`config.mk`:
```
export PLATFORM = sky130hd
export DESIGN_NAME = frame_capture
export DESIGN_NICKNAME = d
export VERILOG_FILES = /design/src/logic/img_pkg.sv /design/src/logic/store_pkg.sv /design/src/logic/fletcher32.sv /design/src/logic/frame_capture.sv
export SDC_FILE = /design/constraint.sdc
export NUM_CORES = 1
export LEC_CHECK = 0
export BUFFER_PORTS_ARGS = -buffer_cell sky130_fd_sc_hd__buf_4
export CORE_MARGIN = 2
export CORE_UTILIZATION = 45
export CTS_BUF_LIST = sky130_fd_sc_hd__clkbuf_4 sky130_fd_sc_hd__clkbuf_8
export DETAILED_ROUTE_END_ITERATION = 6
export HOLD_SLACK_MARGIN = 0.02
export PLACE_DENSITY = 0.78
export SLEW_MARGIN = 30
export SYNTH_ARGS = -nofsm -noshare
export SYNTH_HDL_FRONTEND = slang
export SYNTH_SLANG_ARGS = --single-unit
```
`constraint.sdc`:
```
create_clock -name clk -period 17.3 [get_ports clk]
set_input_delay 0.865 -clock clk [delete_from_list [all_inputs] [get_ports clk]]
set_output_delay 0.865 -clock clk [all_outputs]
set_load 0.05 [all_outputs]
```
`src/logic/img_pkg.sv`:
```
`default_nettype none

package img_pkg;

    // ====================================================================
    // Stored words and sensor pixels
    // ====================================================================
    localparam int WORD_BITS = 16;
    typedef logic [WORD_BITS-1:0] word_t;

    localparam int PIXEL_BITS = 12;
    typedef logic [PIXEL_BITS-1:0] pixel_t;

    // Header that comes with the capture command, first word in the top bits
    localparam int HEADER_WORDS = 8;
    typedef logic [HEADER_WORDS*WORD_BITS-1:0] header_t;

    // Fletcher-32 appended after the frame
    localparam int CHECKSUM_WORDS = 2;

    // ====================================================================
    // Capture statistics
    // ====================================================================
    // Top pixel bits tested for highlight or shadow
    localparam int STAT_BITS = 7;
    // In-tile x and y counters, tile side 4
    localparam int TILE_BITS = 2;
    localparam int STAT_COUNT_BITS = 18;
    typedef logic [STAT_COUNT_BITS-1:0] stat_count_t;

endpackage

`default_nettype wire

```
`src/logic/store_pkg.sv`:
```
`default_nettype none

package store_pkg;

    // Two on-chip blocks, one frame per block
    localparam int BLOCKS = 2;
    typedef logic [$clog2(BLOCKS)-1:0] block_t;

    localparam int BLOCK_WORDS = 256;
    localparam int ADDR_BITS = $clog2(BLOCK_WORDS);
    typedef logic [ADDR_BITS-1:0] addr_t;

    // One bit wider than the address, so a full block fits
    typedef logic [ADDR_BITS:0] word_count_t;

    typedef enum logic [1:0] {
        STORE_IDLE,
        STORE_WRITE,
        STORE_READ
    } store_mode_t;

endpackage

`default_nettype wire

```
`src/logic/fletcher32.sv`:
```
`timescale 1ns/1ps
`default_nettype none

module fletcher32 import img_pkg::*; (
    input  logic                   clk,
    input  logic                   rst,
    input  logic                   clear,
    input  logic                   en,
    input  word_t                  din,
    output logic [2*WORD_BITS-1:0] sum
);

    word_t sum_lo;
    word_t sum_hi;
    word_t lo_next;

    // Sum of two words modulo 65535
    function automatic word_t add_mod(input word_t a, input word_t b);
        logic [WORD_BITS:0] s;
        s = {1'b0, a} + {1'b0, b};
        if (s >= {1'b0, {WORD_BITS{1'b1}}}) begin
            s = s - {1'b0, {WORD_BITS{1'b1}}};
        end
        return s[WORD_BITS-1:0];
    endfunction

    assign lo_next = add_mod(sum_lo, din);

    // High sum accumulates the already updated low sum
    always_ff @(posedge clk) begin
        if (rst || clear) begin
            sum_lo <= '0;
            sum_hi <= '0;
        end else if (en) begin
            sum_lo <= lo_next;
            sum_hi <= add_mod(sum_hi, lo_next);
        end
    end

    assign sum = {sum_hi, sum_lo};

endmodule

`default_nettype wire

```
`src/logic/frame_capture.sv`:
```
`timescale 1ns/1ps
`default_nettype none

module frame_capture import img_pkg::*, store_pkg::*; (
    input  logic        clk,
    input  logic        rst,
    input  logic        start,
    input  header_t     header,
    input  pixel_t      img_d,
    input  logic        img_fv,
    input  logic        img_lv,
    output logic        wr_en,
    output word_t       wr_data,
    output logic        done,
    output word_count_t word_count,
    output stat_count_t highlight_count,
    output stat_count_t shadow_count
);

    typedef enum logic [2:0] {
        S_IDLE,
        S_CLEAR,
        S_HEADER,
        S_WAIT_LOW,
        S_WAIT_HIGH,
        S_PIXELS,
        S_CHECKSUM
    } state_t;

    typedef logic [$clog2(HEADER_WORDS)-1:0] hdr_idx_t;
    typedef logic [$clog2(CHECKSUM_WORDS)-1:0] ck_idx_t;

    state_t                 state;
    header_t                hdr_shift;
    hdr_idx_t               hdr_idx;
    ck_idx_t                ck_idx;
    logic [TILE_BITS-1:0]   tile_x;
    logic [TILE_BITS-1:0]   tile_y;
    logic                   lv_prev;
    logic                   pix_wr;
    logic                   ck_en;
    word_t                  pix_word;
    word_t                  ck_din;
    logic [2*WORD_BITS-1:0] ck_sum;
    logic [STAT_BITS-1:0]   pix_top;

    function automatic word_t swap_bytes(input word_t w);
        return {w[7:0], w[15:8]};
    endfunction

    // Pixel stored little-endian: low byte, then zero pad and high nibble
    assign pix_word = {img_d[7:0], {(WORD_BITS-PIXEL_BITS){1'b0}}, img_d[PIXEL_BITS-1:8]};
    assign pix_top  = img_d[PIXEL_BITS-1 -: STAT_BITS];

    // Pixel write also covers the cycle in which the frame opens
    assign pix_wr = img_fv && img_lv && (state == S_WAIT_HIGH || state == S_PIXELS);
    assign ck_en  = (state == S_HEADER) || pix_wr;
    assign wr_en  = ck_en || (state == S_CHECKSUM);
    assign ck_din = swap_bytes(wr_data);

    always_comb begin
        case (state)
            S_HEADER:   wr_data = hdr_shift[$bits(header_t)-1 -: WORD_BITS];
            S_CHECKSUM: wr_data = swap_bytes(ck_sum[ck_idx*WORD_BITS +: WORD_BITS]);
            default:    wr_data = pix_word;
        endcase
    end

    fletcher32 checksum (
        .clk   (clk),
        .rst   (rst),
        .clear (state == S_CLEAR),
        .en    (ck_en),
        .din   (ck_din),
        .sum   (ck_sum)
    );

    // ====================================================================
    // Tile position, x within a line and y over the lines of a frame
    // ====================================================================
    always_ff @(posedge clk) begin
        if (rst) begin
            lv_prev <= 1'b0;
            tile_x  <= '0;
            tile_y  <= '0;
        end else begin
            lv_prev <= img_lv;
            tile_x  <= img_lv ? tile_x + 1'b1 : '0;
            if (!img_fv) begin
                tile_y <= '0;
            end else if (lv_prev && !img_lv) begin
                tile_y <= tile_y + 1'b1;
            end
        end
    end

    always_ff @(posedge clk) begin
        if (state == S_IDLE && start) begin
            hdr_shift <= header;
        end else if (state == S_HEADER) begin
            hdr_shift <= hdr_shift << WORD_BITS;
        end
    end

    // ====================================================================
    // Capture sequence
    // ====================================================================
    always_ff @(posedge clk) begin
        if (rst) begin
            state           <= S_IDLE;
            hdr_idx         <= '0;
            ck_idx          <= '0;
            done            <= 1'b0;
            word_count      <= '0;
            highlight_count <= '0;
            shadow_count    <= '0;
        end else begin
            done <= 1'b0;
            if (wr_en) begin
                word_count <= word_count + 1'b1;
            end
            // First pixel of each tile only
            if (pix_wr && tile_x == '0 && tile_y == '0) begin
                if (&pix_top) begin
                    highlight_count <= highlight_count + 1'b1;
                end else if (~|pix_top) begin
                    shadow_count <= shadow_count + 1'b1;
                end
            end
            case (state)
                S_IDLE: begin
                    if (start) state <= S_CLEAR;
                end
                S_CLEAR: begin
                    word_count      <= '0;
                    highlight_count <= '0;
                    shadow_count    <= '0;
                    hdr_idx         <= '0;
                    ck_idx          <= '0;
                    state           <= S_HEADER;
                end
                S_HEADER: begin
                    hdr_idx <= hdr_idx + 1'b1;
                    if (hdr_idx == hdr_idx_t'(HEADER_WORDS - 1)) state <= S_WAIT_LOW;
                end
                S_WAIT_LOW: begin
                    if (!img_fv) state <= S_WAIT_HIGH;
                end
                S_WAIT_HIGH: begin
                    if (img_fv) state <= S_PIXELS;
                end
                S_PIXELS: begin
                    if (!img_fv) state <= S_CHECKSUM;
                end
                S_CHECKSUM: begin
                    ck_idx <= ck_idx + 1'b1;
                    if (ck_idx == ck_idx_t'(CHECKSUM_WORDS - 1)) begin
                        done  <= 1'b1;
                        state <= S_IDLE;
                    end
                end
                default: state <= S_IDLE;
            endcase
        end
    end

endmodule

`default_nettype wire

```
### After elaboration in Yosys (flattened, before gate mapping)

Index checks and enable logic that the tools add are counted.

| word-level totals | value |
|---|---|
| output and inout port bits | 63 |
| bits in read-only memories | 0 |
| bits in latches | 0 |
| logic and storage cells | 86 |
| memory bits (writable) | 0 |
| bits of input ports | 145 |
| memories | 0 |
| bits in registers | 218 |

| cells by class | value |
|---|---|
| magnitude comparators | 2 |
| multipliers | 0 |
| bitwise operators | 5 |
| add/subtract/negate cells | 11 |
| equal/unequal tests | 13 |
| shifts and indexed selects | 1 |
| mux-type cells | 15 |
| reductions and logical operators | 26 |
| divide/modulo/power cells | 0 |

Operator list:

| kind | count |
|---|---|
| $mux 128 | 2 |
| $add 18x1->18 const B | 2 |
| $add 16x16->17 | 2 |
| $ge 17x16->1 const B | 2 |
| $mux 16 | 2 |
| $pmux 16 s2 | 1 |
| $shiftx 32x6->16 | 1 |
| $sub 16x16->16 const B | 2 |
| $pmux 3 s7 | 1 |
| $mux 3 | 6 |
| $eq 3x3->1 const B | 4 |
| $ne 2x2->1 const B | 5 |
| $add 9x1->9 const B | 1 |
| $reduce_and 8->1 | 1 |
| $reduce_or 2->1 | 4 |
| $reduce_and 7->1 | 1 |
| $reduce_or 7->1 | 1 |
| $eq 3x2->1 const B | 2 |
| $logic_and 1x1->1 | 6 |
| $pmux 3 s2 | 1 |
| $reduce_and 6->1 | 1 |
| $reduce_bool 2->1 | 3 |
| $not 1->1 | 5 |
| $add 2x1->2 const B | 2 |
| 11 further kinds | 15 |

### Depth between registers and ports, before layout

| depth | value |
|---|---|
| depth in word-level cells | 8 |
| depth in mapped cells | 31 |

### Modules after synthesis

From an unflattened synthesis, not the netlist that was laid out.

| unflattened totals | value |
|---|---|
| cells, all modules | 1208 |
| area total of the unflattened synthesis | 12685.9 µm² |

By module, submodules not included:

| module | cells each | area an instance (µm²) | times used |
|---|---|---|---|
| frame_capture | 692 | 8637.0 | 1 |
| fletcher32 | 516 | 4048.9 | 1 |

### Worst setup path before layout

Ideal clock, no wire load.

| path | value |
|---|---|
| path kind | reg2reg |
| from | register ck_idx |
| to | register checksum.sum_hi[12] |
| arrival time | 7.472 ns |
| cell stages (with the launch flop) | 29 |
| required time | 17.226 ns |
| setup time | 0.074 ns |
| setup slack | 9.753 ns |
| period minus slack after synthesis | 7.547 ns |
| path through | dfxtp_1 clkbuf_1 mux2i_1 nand2_1 o21ai_0 o21ai_0 ha_1 inv_1 fa_1 nand2b_2 a2111oi_4 nor3_2 a311oi_4 nand4_4 nor4_4 nor2_2 xnor2_1 ha_1 inv_1 fa_1 and2b_1 o2111ai_1 nand3b_1 xor2_1 nand4_1 or3_1 nor2_1 or4b_1 a31oi_1 |

| on the way | value |
|---|---|
| cells in the longest elaborated chain, start to end | 8 |
| elaborated cells between the ends (all ways) | 10 |
| classes of those cells | 4 x add/sub; 2 x order compare; 1 x shift; 3 x mux |

RTL lines:

| what | RTL line | text |
|---|---|---|
| start, declared | frame_capture.sv:36 | `ck_idx_t ck_idx;` |
| start signal, assigned | frame_capture.sv:156 | `ck_idx <= ck_idx + 1'b1;` |
| $shiftx 32x6->16 * | frame_capture.sv:64 | `S_CHECKSUM: wr_data = swap_bytes(ck_sum[ck_idx*WORD_BITS +: WORD_BITS]);` |
| $pmux 16 s2 * | frame_capture.sv:62 | `case (state)` |
| net wr_data[8] | frame_capture.sv:13 | `output word_t wr_data,` |
| $add 16x16->17 * | fletcher32.sv:20 | `s = {1'b0, a} + {1'b0, b};` |
| $sub 16x16->16 / $ge 17x16->1 (equally long branches) | fletcher32.sv:22, fletcher32.sv:21 |  |
| $mux 16 * | fletcher32.sv:21 | `if (s >= {1'b0, {WORD_BITS{1'b1}}}) begin` |
| net checksum.lo_next[0] | fletcher32.sv:15 | `word_t lo_next;` |
| $add 16x16->17 * | fletcher32.sv:20 |  |
| $sub 16x16->16 / $ge 17x16->1 (equally long branches) | fletcher32.sv:22, fletcher32.sv:21 |  |
| $mux 16 * | fletcher32.sv:21 |  |
| end signal, assigned | fletcher32.sv:36 | `sum_hi <= add_mod(sum_hi, lo_next);` |
| end, declared | fletcher32.sv:14 | `word_t sum_hi;` |

The timed path passes the listed nets; every way through them passes the cells marked *.
A chain may end at the register's enable or synchronous reset.

### Worst setup path in the final report

| path | value |
|---|---|
| from | register state[0] |
| to | register checksum.sum_hi[14] |

| on the way | value |
|---|---|
| cells in the longest elaborated chain, start to end | 8 |
| elaborated cells between the ends (all ways) | 18 |
| classes of those cells | 4 x add/sub; 2 x order compare; 5 x eq/ne; 3 x mux; 4 x reduce/logical |

RTL lines:

| what | RTL line | text |
|---|---|---|
| start, declared | frame_capture.sv:33 | `state_t state;` |
| start signal, assigned | frame_capture.sv:110 | `state <= S_IDLE;` |
| start signal, assigned | frame_capture.sv:132 | `if (start) state <= S_CLEAR;` |
| start signal, assigned | frame_capture.sv:140 | `state <= S_HEADER;` |
| $eq 3x3->1 / $eq 3x2->1 (equally long branches) | frame_capture.sv:62 |  |
| $pmux 16 s2 * | frame_capture.sv:62 |  |
| $add 16x16->17 * | fletcher32.sv:20 |  |
| $sub 16x16->16 / $ge 17x16->1 (equally long branches) | fletcher32.sv:22, fletcher32.sv:21 |  |
| $mux 16 * | fletcher32.sv:21 |  |
| net checksum.lo_next[0] | fletcher32.sv:15 |  |
| $add 16x16->17 * | fletcher32.sv:20 |  |
| $sub 16x16->16 / $ge 17x16->1 (equally long branches) | fletcher32.sv:22, fletcher32.sv:21 |  |
| $mux 16 * | fletcher32.sv:21 |  |

Marked as above.

==> impl_metrics.py <==
metrics = {
    "floorplanning": {
        "coreArea_um2": 27100,
        "io_pins": 208,
        "die_h_um": 170.4,
        "start_util_pct": 45.96,
        "num_rows": 60,
        "die_area_um2": 29030,
        "dieWidth_um": 170.4,
    },
    "worst_setup_path": {
        "worst_path_most_repeated_cell": "inv_1",
        "endpoint_kind": "register",
        "setup.worst_path.class": "reg -> reg",
        "crit_slowest_cell": "dfxtp_1",
        "critPathMaxFanout": 31,
        "cp-start-kind": "register",
        "arrival_ns": 7.83,
        "worstPathRequired_ns": 17.78,
        "max_stage_delay_ns": 0.63,
    },
    "cts": {
        "cts_tree": "done",
        "clk_pin_slew_ns": 0.06,
        "insertion_delay_ns": 0.54,
        "root_buffer": "clkbuf_8",
        "cts_max_level": 2,
        "post_cts_buffers": 0,
        "cts_sinks": 218,
        "cts_buffer_depth": 3,
        "hold_buffers": 0,
        "cts_resized": 0,
        "cts_buffers": 40,
    },
    "sta": {
        "rsz0062_at_grt": "no",
        "max_clock_freq_ghz": 0.1362,
        "slew-limit-headroom_pct": 38.97,
        "worstMarginPinSlew_ns": 0.9154,
        "fin_tns_setup_ns": 0,
        "period_needed_ns": 7.345,
        "setup_violations": 0,
        "period_share_pct": 42.45,
        "slew_violations": 0,
        "final-hold-violation-count": 0,
        "fin_skew_ns": 0.02209,
    },
    "synthesis": {
        "ys_ff_latch": 218,
        "syn_area_um2": 12460,
        "avgSynthCellArea_um2": 10.44,
        "synth_edf_count": 128,
        "synthCells": 1193,
        "synthTopCellsByArea": "edfxtp_1, dfxtp_1, mux2_2",
        "syn_nets": 1381,
        "synth_warnings": 0,
        "ys.flop_type": "edfxtp_1",
        "yosysTopAreaCellShare_pct": 30.86,
        "seq_area_frac_synth_pct": 45.32,
        "synth_cell_types": 96,
        "async_flop_share_pct": 0,
        "synth_top_cell_by_area": "edfxtp_1",
    },
    "placement": {
        "gp_congestion": 0.9196,
        "hpwl_um": 23630,
        "port_buffers": 207,
    },
    "pwr": {
        "ir_drop_mv": 0.08764,
        "p_per_area_nw_per_um2": 144.2,
        "p_leak_nw": 5.870,
    },
    "drt": {
        "vias": 9935,
        "avgViaCountPerCell": 5.556,
        "firstDrtPassIters": 5,
        "drt-total-wl_um": 32160,
        "drc_errors": 0,
        "final_antenna_net_count": 0,
        "wl_per_cell_um": 17.99,
        "drt_iter0_drc": 627,
    },
    "layout": {
        "final_layout_size_suffix_gt1_share_pct": 31.14,
        "fill_cells": 2321,
        "area_growth_pct": 20.74,
        "num_antenna_cells": 0,
        "final_util_pct": 55.50,
        "nets": 1580,
    },
    "global_route": {
        "grt_max_degree": 86,
        "antenna_found_initial": 0,
        "grt_pass1_wl_um": 50340,
        "grt_pass1_vias": 9740,
        "grt.total_usage_pct": 21.88,
        "grt_overflow_total": 0,
    },
    "flow_run": {
        "max_cap_viol_count": 0,
    },
    "worst_hold_path": {
        "hp-class": "reg -> reg",
    },
    "run_status": {
        "status": "completed",
    },
}
layer usage:
metal	up-vias	share of wire (%)	GRT usage, %
met3	60	8.6	6.116
met1	4690	44	28.66
met4	0	2.2	6.652
li1	4829	-	-
met5	-	0	0
met2	356	46	35.22
worst max-delay path: cells and delay by family (launching register included):
kind | cells | cell delay, ns
and+or+nand+nor | 10 | 2.32
AOI/OAI and AO/OA | 9 | 2.21
adders and majority gates | 4 | 1.28
buffers and inverters | 4 | 0.64
DFF | 1 | 0.63
xor gates and xnor gates | 1 | 0.20
worst paths after layout:
path | from | cells past startpoint | to | slack (ns)
setup / recovery | state[0]$_SDFFE_PP0P_ | 28 | checksum.sum_hi[14]$_SDFFE_PP0P_ | 9.96
hold / removal | word_count[5]$_SDFFE_PP0P_ | 2 | word_count[5]$_SDFFE_PP0P_ | 0.50
setup reg to reg | state[0]$_SDFFE_PP0P_ | 28 | checksum.sum_hi[14]$_SDFFE_PP0P_ | 9.96
hold reg to reg | word_count[5]$_SDFFE_PP0P_ | 2 | word_count[5]$_SDFFE_PP0P_ | 0.50
per-stage QoR:
stage | cells | setup WS [ns] | hold WS, ns | area [um^2] | total power, mW
final | 1788 | 9.955 | 0.4997 | 15040 | 2.169
after global routing | 1788 | 9.364 | 0.5321 | 15040 | 2.304
after CTS | 1788 | 9.994 | 0.4998 | 15040 | 2.179
after detailed placement | 1722 | 9.991 | 0.4852 | 14300 | 1.708
after global placement | 1722 | 9.945 | 0.4703 | 14300 | 1.690
after floorplan | 1193 | 9.753 | 0.4601 | 12460 | 1.481
flip-flops by register name (all words and copies together) (netlist names):
signal           flops
done                 1
highlight_count     18
tile_y               2
word_count           9
tile_x               2
hdr_shift          128
shadow_count        18
state                3
lv_prev              1
ck_idx               1
hdr_idx              3
checksum.sum_lo     16
checksum.sum_hi     16
power breakdown:
group | internal (mW) | switching (mW) | total (mW)
combinational | 0.346 | 0.547 | 0.893
clock | 0.249 | 0.212 | 0.460
sequential | 0.754 | 0.0612 | 0.815
total | 1.35 | 0.820 | 2.17
final cells by class:
cell class | instances | area [um^2] | area share [%]
Sequential cell | 218 | 5647 | 37.54
Clock buffer | 54 | 661.9 | 4.401
Inverter | 26 | 97.59 | 0.6489
Clock inverter | 12 | 71.32 | 0.4742
Timing Repair Buffer | 215 | 1618 | 10.76
Tap cell | 372 | 465.4 | 3.095
Multi-Input combinational cell | 891 | 6480 | 43.08
placed cells by master, fill, tap and decap left out, types with 18 or more instances in the layout:
| master | count |
|---|---|
| a21oi_1 | 47 |
| or3_1 | 18 |
| xor2_1 | 40 |
| mux2_2 | 113 |
| inv_1 | 26 |
| nand2_1 | 85 |
| o21ai_0 | 66 |
| edfxtp_1 | 128 |
| ha_1 | 41 |
| and3_1 | 19 |
| xnor2_1 | 26 |
| mux2i_1 | 23 |
| nand3_1 | 29 |
| nor2_1 | 118 |
| clkbuf_8 | 41 |
| dfxtp_1 | 89 |
| buf_4 | 214 |
| and2_1 | 22 |
cells by family after synthesis:
logic type               after synthesis  share of synthesized area (%)
multiplexers                         137                          12.17
XOR/XNOR                              67                          4.771
AND/OR/NAND/NOR                      395                          16.33
AO/OA/AOI/OAI                        249                          14.18
buffers and inverters                 84                          2.782
flip-flops                           218                          45.32
adder cells (fa/ha/maj)               43                          4.440
synthesized netlist by cell type, drive strengths merged (9+ instances only):
cell	number
a211oi	14
a21o	12
a21oi	50
a31oi	18
and2	23
and3	20
buf	16
clkbuf	42
dfxtp	90
edfxtp	128
ha	41
inv	26
mux2	113
mux2i	24
nand2	87
nand3	30
nand4	16
nor2	122
nor2b	14
nor3	20
o211ai	9
o21a	13
o21ai	73
or3	19
xnor2	27
xor2	40
Power figures use the tool's default switching activity.
