[config.mk]
export PLATFORM = sky130hd
export DESIGN_NAME = capture_ctrl_flat
export DESIGN_NICKNAME = d
export VERILOG_FILES = /design/src/logic/store_pkg.sv /design/src/logic/store_ctrl_if.sv /design/src/logic/capture_ctrl.sv /design/src/flat_wrapper.sv
export SDC_FILE = /design/constraint.sdc
export NUM_CORES = 1
export LEC_CHECK = 0
export BUFFER_PORTS_ARGS = -buffer_cell sky130_fd_sc_hd__buf_4
export CAP_MARGIN = 15
export CORE_MARGIN = 2
export CORE_UTILIZATION = 35
export DETAILED_ROUTE_END_ITERATION = 7
export GPL_TIMING_DRIVEN = 0
export PLACE_DENSITY = 0.69
export SLEW_MARGIN = 20
export SYNTH_ARGS = -nofsm -noshare
export SYNTH_HDL_FRONTEND = slang
export SYNTH_SLANG_ARGS = --single-unit
[constraint.sdc]
create_clock -name clk -period 1.9 [get_ports clk]
set_clock_uncertainty 0.1 [all_clocks]
set_input_delay 0.095 -clock clk [delete_from_list [all_inputs] [get_ports clk]]
set_output_delay 0.095 -clock clk [all_outputs]
set_load 0.02 [all_outputs]
[src/logic/store_pkg.sv]
`default_nettype none

package store_pkg;

    // Two on-chip blocks, one frame per block
    localparam int BLOCKS = 2;
    typedef logic [$clog2(BLOCKS)-1:0] block_t;

    localparam int BLOCK_WORDS = 256;
    localparam int ADDR_BITS = $clog2(BLOCK_WORDS);
    typedef logic [ADDR_BITS-1:0] addr_t;

    // One bit wider than the address, so a full block fits
    typedef logic [ADDR_BITS:0] word_count_t;

    typedef enum logic [1:0] {
        STORE_IDLE,
        STORE_WRITE,
        STORE_READ
    } store_mode_t;

endpackage

`default_nettype wire

[src/logic/store_ctrl_if.sv]
`timescale 1ns/1ps
`default_nettype none

interface store_ctrl_if import store_pkg::*; ();

    store_mode_t mode;
    block_t      block;
    // One-cycle pulse, restarts the address for the current mode
    logic        start;
    // Words to deliver, taken when a read starts
    word_count_t read_count;
    // Level, high while nothing is left to read
    logic        read_done;

    modport ctrl (
        output mode,
        output block,
        output start,
        output read_count,
        input  read_done
    );

    modport store (
        input  mode,
        input  block,
        input  start,
        input  read_count,
        output read_done
    );

endinterface

`default_nettype wire

[src/logic/capture_ctrl.sv]
`timescale 1ns/1ps
`default_nettype none

module capture_ctrl import store_pkg::*; (
    input  logic        clk,
    input  logic        rst,
    input  logic        cmd_capture,
    input  logic        cmd_readout,
    input  block_t      cmd_block,
    store_ctrl_if.ctrl  store,
    output logic        capture_start,
    input  logic        capture_done_in,
    input  word_count_t capture_words,
    output logic        readout_start,
    output logic        capture_done,
    output word_count_t capture_word_count
);

    typedef enum logic [1:0] {
        C_IDLE,
        C_CAPTURE,
        C_READOUT
    } state_t;

    state_t      state;
    word_count_t last_words;

    // Capture sequencer leaves idle in the command cycle itself
    assign capture_start = (state == C_IDLE) && cmd_capture;
    assign capture_done  = (state == C_CAPTURE) && capture_done_in;

    // Fresh count in the done cycle, the kept one afterwards
    assign capture_word_count = capture_done ? capture_words : last_words;
    assign store.read_count   = last_words;

    always_ff @(posedge clk) begin
        if (rst) begin
            state         <= C_IDLE;
            store.mode    <= STORE_IDLE;
            store.block   <= '0;
            store.start   <= 1'b0;
            readout_start <= 1'b0;
            last_words    <= '0;
        end else begin
            store.start   <= 1'b0;
            readout_start <= 1'b0;
            case (state)
                C_IDLE: begin
                    if (cmd_capture) begin
                        store.mode  <= STORE_WRITE;
                        store.block <= cmd_block;
                        store.start <= 1'b1;
                        state       <= C_CAPTURE;
                    end else if (cmd_readout) begin
                        store.mode    <= STORE_READ;
                        store.block   <= cmd_block;
                        store.start   <= 1'b1;
                        readout_start <= 1'b1;
                        state         <= C_READOUT;
                    end
                end
                C_CAPTURE: begin
                    if (capture_done_in) begin
                        last_words <= capture_words;
                        store.mode <= STORE_IDLE;
                        state      <= C_IDLE;
                    end
                end
                C_READOUT: begin
                    // read_done is stale until the store has taken the start
                    if (!store.start && store.read_done) begin
                        store.mode <= STORE_IDLE;
                        state      <= C_IDLE;
                    end
                end
                default: state <= C_IDLE;
            endcase
        end
    end

endmodule

`default_nettype wire

[src/flat_wrapper.sv]
// flat-port wrapper written by rule: the top's interface ports become plain ports
module capture_ctrl_flat import store_pkg::*;
  (clk, rst, cmd_capture, cmd_readout, cmd_block, capture_start, capture_done_in, capture_words, readout_start, capture_done, capture_word_count, store_mode, store_block, store_start, store_read_count, store_read_done);
  store_ctrl_if store_i ();
  input  logic clk;
  input  logic rst;
  input  logic cmd_capture;
  input  logic cmd_readout;
  input  block_t cmd_block;
  output logic capture_start;
  input  logic capture_done_in;
  input  word_count_t capture_words;
  output logic readout_start;
  output logic capture_done;
  output word_count_t capture_word_count;
  output wire logic [$bits(store_i.mode)-1:0] store_mode;
  output wire logic [$bits(store_i.block)-1:0] store_block;
  output wire logic [$bits(store_i.start)-1:0] store_start;
  output wire logic [$bits(store_i.read_count)-1:0] store_read_count;
  input wire logic [$bits(store_i.read_done)-1:0] store_read_done;
  assign store_mode = store_i.mode;
  assign store_block = store_i.block;
  assign store_start = store_i.start;
  assign store_read_count = store_i.read_count;
  assign store_i.read_done = store_read_done;
  capture_ctrl u_core (.clk(clk), .rst(rst), .cmd_capture(cmd_capture), .cmd_readout(cmd_readout), .cmd_block(cmd_block), .store(store_i), .capture_start(capture_start), .capture_done_in(capture_done_in), .capture_words(capture_words), .readout_start(readout_start), .capture_done(capture_done), .capture_word_count(capture_word_count));
endmodule
**Yosys cells after proc, flatten, opt, wreduce, memory -nomap -nowiden**

Index checks and enable logic that the tools add are counted.

- Input bits: 16
- Word-level logic and storage cells: 36
- Register bits: 16

- Bitwise logic cells: 1
- Reductions and logical operators: 13
- Equality and inequality tests: 5
- Muxes and demuxes: 11

Operators with widths:

| kind | number |
|---|---|
| case mux 2 bit (3 select lines) | 2 |
| 2-to-1 mux 9 bit | 1 |
| 2-to-1 mux 2 bit | 4 |
| 2-to-1 mux 1 bit | 4 |
| AND reduction 2 bit | 2 |
| AND reduction 4 bit | 1 |
| logical AND 1 bit | 3 |
| inequality test 3 bit, second input constant | 1 |
| AND reduction 3 bit | 1 |
| nonzero test 3 bit | 1 |
| OR reduction 3 bit | 1 |
| equality test 2 x 1 -> 1 bit, second input constant | 1 |
| equality test 2 bit, second input constant | 1 |
| logical NOT 2 bit | 1 |
| inequality test 2 x 1 -> 1 bit, second input constant | 1 |
| inequality test 2 bit, second input constant | 1 |
| nonzero test 2 bit | 1 |
| OR reduction 2 bit | 1 |
| logical NOT 1 bit | 1 |
| inverter 1 bit | 1 |

**Longest topological paths before layout**

Gate-level depths: netlist of the first run.

- Depth after elaboration: 4
- Depth in mapped cells: 5

**Least setup slack after synthesis of the first run**

No wires, ideal clock.

- Path type: register to register
- From: register u_core.state[0]
- To: register u_core.store.mode[1]
- Clock period less this slack: 1.695 ns
- Stages on the path, launching flop included: 6
- Buffers on the path: 0
- Library setup time: 0.121 ns
- Slack: 0.205 ns
- Required time: 1.679 ns
- Arrival time: 1.474 ns
- Path through: dfxtp_1 -> inv_1 -> ha_1 -> nor3b_2 -> a2111oi_4 -> mux2_4

- Cells in the longest elaborated chain, start to end: 3
- Elaborated cells on any way between the ends: 9
- Classes of those cells: eq/ne: 5; mux: 1; reduce/logical: 3

Ends and longest elaborated chain:

| element | line | source |
|---|---|---|
| start: declaration | capture_ctrl.sv:25 | `state_t state;` |
| start signal: assignment | capture_ctrl.sv:38 | `state <= C_IDLE;` |
| start signal: assignment | capture_ctrl.sv:53 | `state <= C_CAPTURE;` |
| start signal: assignment | capture_ctrl.sv:59 | `state <= C_READOUT;` |
| equality test 2 bit, or another cell as far along | capture_ctrl.sv:47 | `case (state)` |
| inequality test 2 x 1 -> 1 bit (no line), or another cell as far along | n/a |  |
| AND reduction 4 bit (no line) | n/a |  |
| end signal: assignment | capture_ctrl.sv:50 | `store.mode <= STORE_WRITE;` |
| end signal: assignment | capture_ctrl.sv:55 | `store.mode <= STORE_READ;` |
| end signal: assignment | capture_ctrl.sv:65 | `store.mode <= STORE_IDLE;` |
| end: declaration | store_ctrl_if.sv:16 | `output mode,` |

Several ways; a longest one is shown, not always the timed one.
A chain may end at the register's enable or synchronous reset.

**Final worst setup path of the first run**

Same ends and word-level chain as after synthesis.

==> flow_summary.ini, run 1 <==
[grt]
grt_max_degree = 11
overflow = 0
grt_pass1_vias = 648
antenna_found_initial = 0
grt_pass1_wl_microns = 2650
grt_usage_pct = 14.4

[die]
coreArea_sq_um = 1980
dieArea_sq_um = 2500
die_h_microns = 50.0
start_util_pct = 37.4
rows = 16
pin_count = 41
die_x_microns = 50.0

[place]
port_buffers = 39
gp_congestion = 0.858
post-dp-hpwl_microns = 1250
post-place-ws_ps = 113
dpl_cell_area_sq_um = 1070

[worst_setup_path]
worstPathArrival_ps = 1870
startpoint_type = register
critical_path.max_fanout = 4
worstSetupEndpointType = register
worst-setup-path-type = reg2reg
cp.required_ps = 1980

[synthesis]
synth.distinct_cells = 23
syn_avg_cell_area_sq_um = 10.9
syn_area_sq_um = 742
synth_nets = 88
synth_cells = 68
synth.ff_latch_count = 16
yosysSeqAreaShare_pct = 43.2
ys_warn_count = 0

[detailed_routing]
drc = 0
dr.first_iter.drc_count = 2
via_count = 631
routed_wirelength_microns = 1570
via_per_inst = 4.51
antenna_left = 0
first_pass_iters = 4
routedWlPerCell_microns = 11.2

[timing]
period_share_pct = 94.2
worst_slack_ps = 110
min_period_ps = 1790
hold_violations = 0
worst_pin_slew_ps = 363
slew_viol_final = 0
max_slew_margin_pct = 75.8
rsz0062_at_grt = no
max_freq_ghz = 0.559
setup_tns_ps = 0
setup-violations-final = 0
hold_ws_ps = 61.9

[pwr]
ir_drop_mv = 0.494
p_leak_nw = 0.577
powerDensity_nw_per_um2 = 799

[final_layout]
final_cell_mix = buf_4 (39), dfxtp_1 (15), and2_1 (10)
syn_to_final_growth_pct = 52.3
fin_area_sq_um = 1130
fillers = 189
drive_gt1_share_pct = 50.4
num_antenna_cells = 0
final_nets = 135
final_common_cell = buf_4

[clocking]
clk_path_buf_depth = 2
clkTransAtPathRegs_ps = 90
cts_tree = done
cts.sinks = 16
cts-root-buf = clkbuf_4
postCtsSetupRepairBufs = 0
ctsHtreeMaxLevel = 1
cts_buffers = 3
clock_latency_ps = 270

[outcome]
status = finished clean

[run]
drv_cap = 0

[worst_hold_path]
min_path_type = in2reg
-- worst paths after layout --
path / startpoint / endpoint / slack, ps / cells past startpoint
max reg2reg: u_core.state[0] / u_core.store.mode[1] / 110 / 5
min: capture_words[4] / u_core.store.read_count[4] / 60 / 3
min reg2reg: u_core.store.mode[0] / u_core.store.mode[0] / 370 / 2
max: u_core.state[0] / u_core.store.mode[1] / 110 / 5
-- repair_timing --
item	4_1_cts	5_1_grt
pin swaps	0	0
gates resized for setup	1	2
setup endpoints to repair	9	9
hold endpoints to repair	3	0
hold buffers	3	0
-- power by group --
part | internal, mW | switching, mW
clock network | 0.0735 | 0.0952
registers | 0.369 | 0.0171
logic | 0.175 | 0.172
-- critical path: stages, from the launching register on --
cell and delay [ps]:
dfxtp_1 370, inv_1 90, ha_1 230, nor3b_2 180, a2111oi_4 390, mux2_4 330
-- per-layer routing --
metal  wire, microns  share of wire [%]  global-route usage, %  vias to the layer above
met4              21                1.3                   9.72                        0
li1                -                  -                      -                      321
met2             739                 47                   24.8                       31
met1             677                 43                   14.8                      275
met3             128                8.2                   4.24                        4
met5               0                  0                      0                        -
-- cell usage after synthesis, drive strengths merged --
master | instances | area [sq um]
dfxtp | 16 | 320
and2 | 10 | 62.6
mux2 | 10 | 116
ha | 4 | 50.1
inv | 4 | 15.0
nor2 | 4 | 15.0
nand2 | 3 | 11.3
clkbuf | 2 | 7.51
mux2i | 2 | 20.0
nand2b | 2 | 20.0
nor3b | 2 | 20.0
a2111oi | 1 | 27.5
a211o | 1 | 8.76
a21oi | 1 | 5.00
a221oi | 1 | 8.76
a32o | 1 | 10.0
and2b | 1 | 7.51
nor2b | 1 | 6.26
nor3 | 1 | 5.00
o21ai | 1 | 5.00
-- registers in the layout (all words and copies together) (netlist names) --
name                     flops
u_core.store.read_count      9
u_core.state                 2
u_core.store.mode            2
u_core.readout_start         1
u_core.store.block           1
u_core.store.start           1
-- area by class of cell --
cell class                      count  area (sq um)  share of cell area [%]
Clock buffer                        3          22.5                    1.99
Inverter                            4          15.0                    1.33
Buffer                              2          7.51                   0.664
Tap cell                           27          33.8                    2.99
Sequential cell                    16           322                    28.5
Multi-Input combinational cell     46           407                    36.0
Timing Repair Buffer               42           323                    28.6
-- stage by stage --
step                cells  util, %  power (mW)
floorplan              68        -       0.609
global placement      134     53.9       0.728
detailed placement    134     53.9       0.734
CTS                   140     56.7       0.912
global route          140     57.0       0.960
finish                140     57.0       0.902
-- kinds of logic after synthesis --
logic type               share of synthesized area [%]
buffers and inverters                             3.04
AND/OR/NAND/NOR                                   19.9
flip-flops                                        43.2
adder cells (fa/ha/maj)                           6.75
multiplexers                                      18.4
AO/OA/AOI/OAI                                     8.77
Power figures use the tool's default switching activity.
==> run 2, diff against run 1 <==
--- a/config.mk
+++ b/config.mk
@@ -12,6 +12,7 @@
 export DETAILED_ROUTE_END_ITERATION = 7
 export GPL_TIMING_DRIVEN = 0
 export PLACE_DENSITY = 0.69
+export SETUP_SLACK_MARGIN = 0.15
 export SLEW_MARGIN = 20
 export SYNTH_ARGS = -nofsm -noshare
 export SYNTH_HDL_FRONTEND = slang
==> run 2 against run 1 <==
Count of clock-buffer cells in the layout did not move. Sequential power rose by 1%. Combinational power rose by 5%. Non-clock buffer count rose by 1. Fmax rose by 6.5%. Utilization rose by 1.6 points. First-iteration DRC count rose by 50%. Sequential cell count did not move. Global-route usage rose by 1.6 points. Largest power group unchanged. Final cell count rose by 1.4%. Final area rose by 2.9%.
==> flow_summary.ini, run 2 (synthesized netlist as in run 1, its figures left out) <==
[outcome]
status = finished clean

[place]
post-place-ws_ps = 113
post-dp-hpwl_microns = 1250
port_buffers = 39
dp_cells = 134
gp_congestion = 0.858

[pwr]
swShare_pct = 32.4
p_int_uw = 627
fin_total_pwr_uw = 927
p_seq_share_pct = 42.1
p_leak_nw = 0.591
p_switching_uw = 300
comb_power_share_pct = 39.5
ir_drop_mv = 0.499
power_frac_clock_pct = 18.4
powerDensity_nw_per_um2 = 797

[worst_setup_path]
startpoint_type = register
slowest_delay_ps = 370
critical_path.max_fanout = 3
reg2reg_depth = 5
worstSetupEndpointType = register
timing.rr.start = u_core.state[1]
ff2ff_setup_slack_ps = 220
worstReg2RegEnd = u_core.store.mode[1]
crit_chain = inv_2 -> ha_4 -> and2b_1 -> a2111oi_4 -> mux2_4
critical-path-top-delay-family = compound AO/OA/AOI/OAI gates
cp.required_ps = 1980
worstPathArrival_ps = 1760
worst-setup-path-type = reg2reg
cp.depth = 5
worst-path-buf-inv = 1
slowest_stage = a2111oi_4

[final_layout]
fin_util_pct = 58.6
final_nets = 137
drive_gt1_share_pct = 53.9
largest_reg_flops = 9
finalNonFillerCells = 142
final_common_cell = buf_4
final_cell_mix = buf_4 (40), dfxtp_1 (14), and2_1 (10)
syn_to_final_growth_pct = 56.7
num_antenna_cells = 0

[clocking]
clkTransAtPathRegs_ps = 90
cts_tree = done
cts_buffers = 3
cts-root-buf = clkbuf_4
clock_latency_ps = 270
ctsHtreeMaxLevel = 1
clk_path_buf_depth = 2
cts.sinks = 16

[timing]
setup_tns_ps = 0
hold_violations = 0
max_freq_ghz = 0.595
setup-violations-final = 0
period_share_pct = 88.4
max_slew_margin_pct = 75.6
worst_pin_slew_ps = 367
rsz0062_at_grt = no
worst_slack_ps = 220
slew_viol_final = 0
min_period_ps = 1680

[die]
start_util_pct = 37.4
dieArea_sq_um = 2500
die_h_microns = 50.0
rows = 16
coreArea_sq_um = 1980
pin_count = 41
die_x_microns = 50.0

[grt]
grt_pass1_vias = 665
antenna_found_initial = 0
grt_pass1_wl_microns = 2900
overflow = 0
grt_usage_pct = 16.0
grt.met1_usage_pct = 16.9
met2_usage_pct = 27.9
grt_max_degree = 11
met3_usage_pct = 4.24
busiest_layer = met2

[detailed_routing]
dr.first_iter.drc_count = 3
routed_wirelength_microns = 1750
via_count = 638
antenna_left = 0
routedWlPerCell_microns = 12.4
via_per_inst = 4.49
drc = 0
first_pass_iters = 3

[worst_hold_path]
worstHoldStart = capture_words[3]
min_to = u_core.store.read_count[3]
min_path_type = in2reg
worstHoldPathCells = 3

[run]
drv_cap = 0
## run 2: cell count changes in the layout (fill, tap and decap cells not counted)
| cell | before | now |
|---|---|---|
| inv_2 | 0 | 1 |
| ha_1 | 4 | 3 |
| buf_4 | 39 | 40 |
| dfxtp_2 | 1 | 2 |
| inv_1 | 4 | 3 |
| nand2_4 | 1 | 2 |
| dfxtp_1 | 15 | 14 |
| ha_4 | 0 | 1 |
## run 2: worst register-to-register path, stage by stage, from the launching register on
cell and delay [ps]:
dfxtp_2 350, inv_2 60, ha_4 180, and2b_1 210, a2111oi_4 370, mux2_4 330
## run 2: per-layer routing
layer	part of all wire, %	vias to the layer above
li1	-	327
met1	44	278
met2	48	31
met3	6.8	2
met4	0.97	0
met5	0	-
## run 2: per-stage QoR
stage / hold slack (ps) / cell area, sq um
floorplan: 137 / 742
global placement: 229 / 1070
detailed placement: 235 / 1070
CTS: 52.6 / 1150
global route: 52.9 / 1160
finish: 61.5 / 1160
## run 2: final cells by class
cell class / instances / area [sq um]
Multi-Input combinational cell: 47 / 430
Timing Repair Buffer: 43 / 330
Sequential cell: 16 / 323
Buffer: 2 / 7.51
Fill cell: 185 / 820
Tap cell: 27 / 33.8
Inverter: 4 / 15.0
Clock buffer: 3 / 22.5
## run 2: repair_timing
action,4_1_cts,5_1_grt
setup buffers,1,0
hold buffers,3,0
endpoints found under the setup margin,10,10
gates resized for setup,5,3
cloned,1,0
pin swaps,3,0
hold endpoints to repair,3,0
## run 2: worst max path at each step
| stage | start | end | slack, ps |
|---|---|---|---|
| final | u_core.state[1] | u_core.store.mode[1] | 220 |
| after global routing | u_core.state[0] | u_core.store.mode[1] | 160 |
| after CTS | u_core.state[1] | capture_word_count[8] | 170 |
| after detailed placement | u_core.state[0] | u_core.store.mode[1] | 110 |
| after global placement | u_core.state[0] | u_core.store.mode[1] | 130 |
| after floorplan | u_core.state[0] | u_core.store.mode[1] | 210 |
## run 2: power groups by stage
stage / registers, mW / logic, mW / clock network, mW
detailed placement: 0.394 / 0.340 / 0
global placement: 0.393 / 0.335 / 0
floorplan: 0.424 / 0.185 / 0
finish: 0.390 / 0.366 / 0.171
global route: 0.394 / 0.392 / 0.200
CTS: 0.387 / 0.359 / 0.179
==> run 3, diff against run 2 <==
==> constraint.sdc (replaced) <==
create_clock -name clk -period 2.03 [get_ports clk]
set_clock_uncertainty 0.1 [all_clocks]
set_input_delay 0.1015 -clock clk [delete_from_list [all_inputs] [get_ports clk]]
set_output_delay 0.1015 -clock clk [all_outputs]
set_load 0.02 [all_outputs]
==> run 3 against run 2 <==
Clock power shrank 8%. Sequential power down 7.4%. Combinational power is 8.2% lower. Fmax is 6.1% lower. Die area unchanged. Non-clock buffer count down 1. Setup slack better by 21 ps. Largest cell class unchanged.
==> flow_summary.ini, run 3 (synthesized netlist as in run 1, its figures left out) <==
[outcome]
status = finished clean

[run]
drv_cap = 0

[final_layout]
final_common_cell = buf_4
largest_reg_flops = 9
fin_area_sq_um = 1140
drive_gt1_share_pct = 50.9
num_antenna_cells = 0
multi_input_area_sq_um = 420
seq_area_sq_um = 320
fillers = 190
final_cell_mix = buf_4 (39), dfxtp_1 (16), and2_1 (10)
final_nets = 136
syn_to_final_growth_pct = 54.0

[pwr]
powerDensity_nw_per_um2 = 748
ir_drop_mv = 0.461
fin_total_pwr_uw = 855
p_leak_nw = 0.584

[clocking]
ctsHtreeMaxLevel = 1
clock_latency_ps = 270
postCtsSetupRepairBufs = 0
cts_buffers = 3
cts-root-buf = clkbuf_4
clkTransAtPathRegs_ps = 90
cts_tree = done
clk_path_buf_depth = 2
cts.sinks = 16

[timing]
max_slew_margin_pct = 75.5
worst_slack_ps = 240
period_share_pct = 88.2
rsz0062_at_grt = no
max_freq_ghz = 0.559
worst_pin_slew_ps = 368
hold_violations = 0
min_period_ps = 1790
setup-violations-final = 0
slew_viol_final = 0
setup_tns_ps = 0

[grt]
grt_pass1_wl_microns = 2650
antenna_found_initial = 0
grt_max_degree = 11
grt_pass1_vias = 648
grt_usage_pct = 14.4
overflow = 0

[die]
pin_count = 41
coreArea_sq_um = 1980
start_util_pct = 37.4
die_h_microns = 50.0
rows = 16
die_x_microns = 50.0
dieArea_sq_um = 2500

[worst_setup_path]
ff2ff_setup_slack_ps = 240
startpoint_type = register
worst-setup-path-type = reg2reg
cp.required_ps = 2110
worstSetupEndpointType = register
critical_path.max_fanout = 4
worstPathArrival_ps = 1870

[place]
port_buffers = 39
post-dp-hpwl_microns = 1250
gp_congestion = 0.858
dpl_cell_area_sq_um = 1070
post-place-ws_ps = 243

[detailed_routing]
antenna_left = 0
via_per_inst = 4.57
via_count = 644
routedWlPerCell_microns = 12.1
drc = 0
dr.first_iter.drc_count = 3
routed_wirelength_microns = 1710
first_pass_iters = 4

[worst_hold_path]
min_path_type = in2reg
## run 3: worst max-delay path, stage by stage (launching register included)
cell	delay [ps]
dfxtp_1	370
inv_1	90
ha_1	230
nor3b_2	180
a2111oi_4	400
mux2_4	330
## run 3: metal layers
layer,wire length (microns),up-vias,share of wire (%),GRT usage (%)
li1,-,325,-,-
met1,714,282,42,14.8
met2,836,33,49,24.8
met3,128,4,7.5,4.24
met4,32,0,1.9,9.72
met5,0,-,0,0
## run 3: path summary, 6_finish.rpt
path	from	to	depth (start not counted)
hold / removal	capture_words[3]	u_core.store.read_count[3]	3
setup reg to reg	u_core.state[0]	u_core.store.mode[1]	5
hold reg to reg	u_core.store.mode[0]	u_core.store.mode[0]	2
setup / recovery	u_core.state[0]	u_core.store.mode[1]	5
## run 3: final cells by class
class,count,area share [%]
clock buffers,3,1.97
plain buffers,2,0.657
well taps,27,2.96
repair buffers,42,28.3
multi-input cells,47,36.8
inverters,4,1.31
flip-flops and latches,16,28.0
## run 3: what timing repair did
action,CTS,global route
pin swaps,0,1
endpoints found under the hold margin,3,0
setup endpoints to repair,9,9
hold buffers,3,0
gates cloned,0,1
resized for setup,2,2
## run 3: stage by stage
stage                     std cells  util (%)  hold WS, ps
after floorplan                  68         -          144
after global placement          134      53.9          236
after detailed placement        134      53.9          242
after CTS                       140      56.9         59.2
after global routing            141      57.6         62.4
final                           141      57.6         68.2
## run 3: power breakdown
part / internal (mW) / switching (mW) / leakage, nW
registers: 0.345 / 0.0161 / 0.131
clock network: 0.0688 / 0.0893 / 0.0138
logic: 0.167 / 0.169 / 0.439
total: 0.581 / 0.274 / 0.584
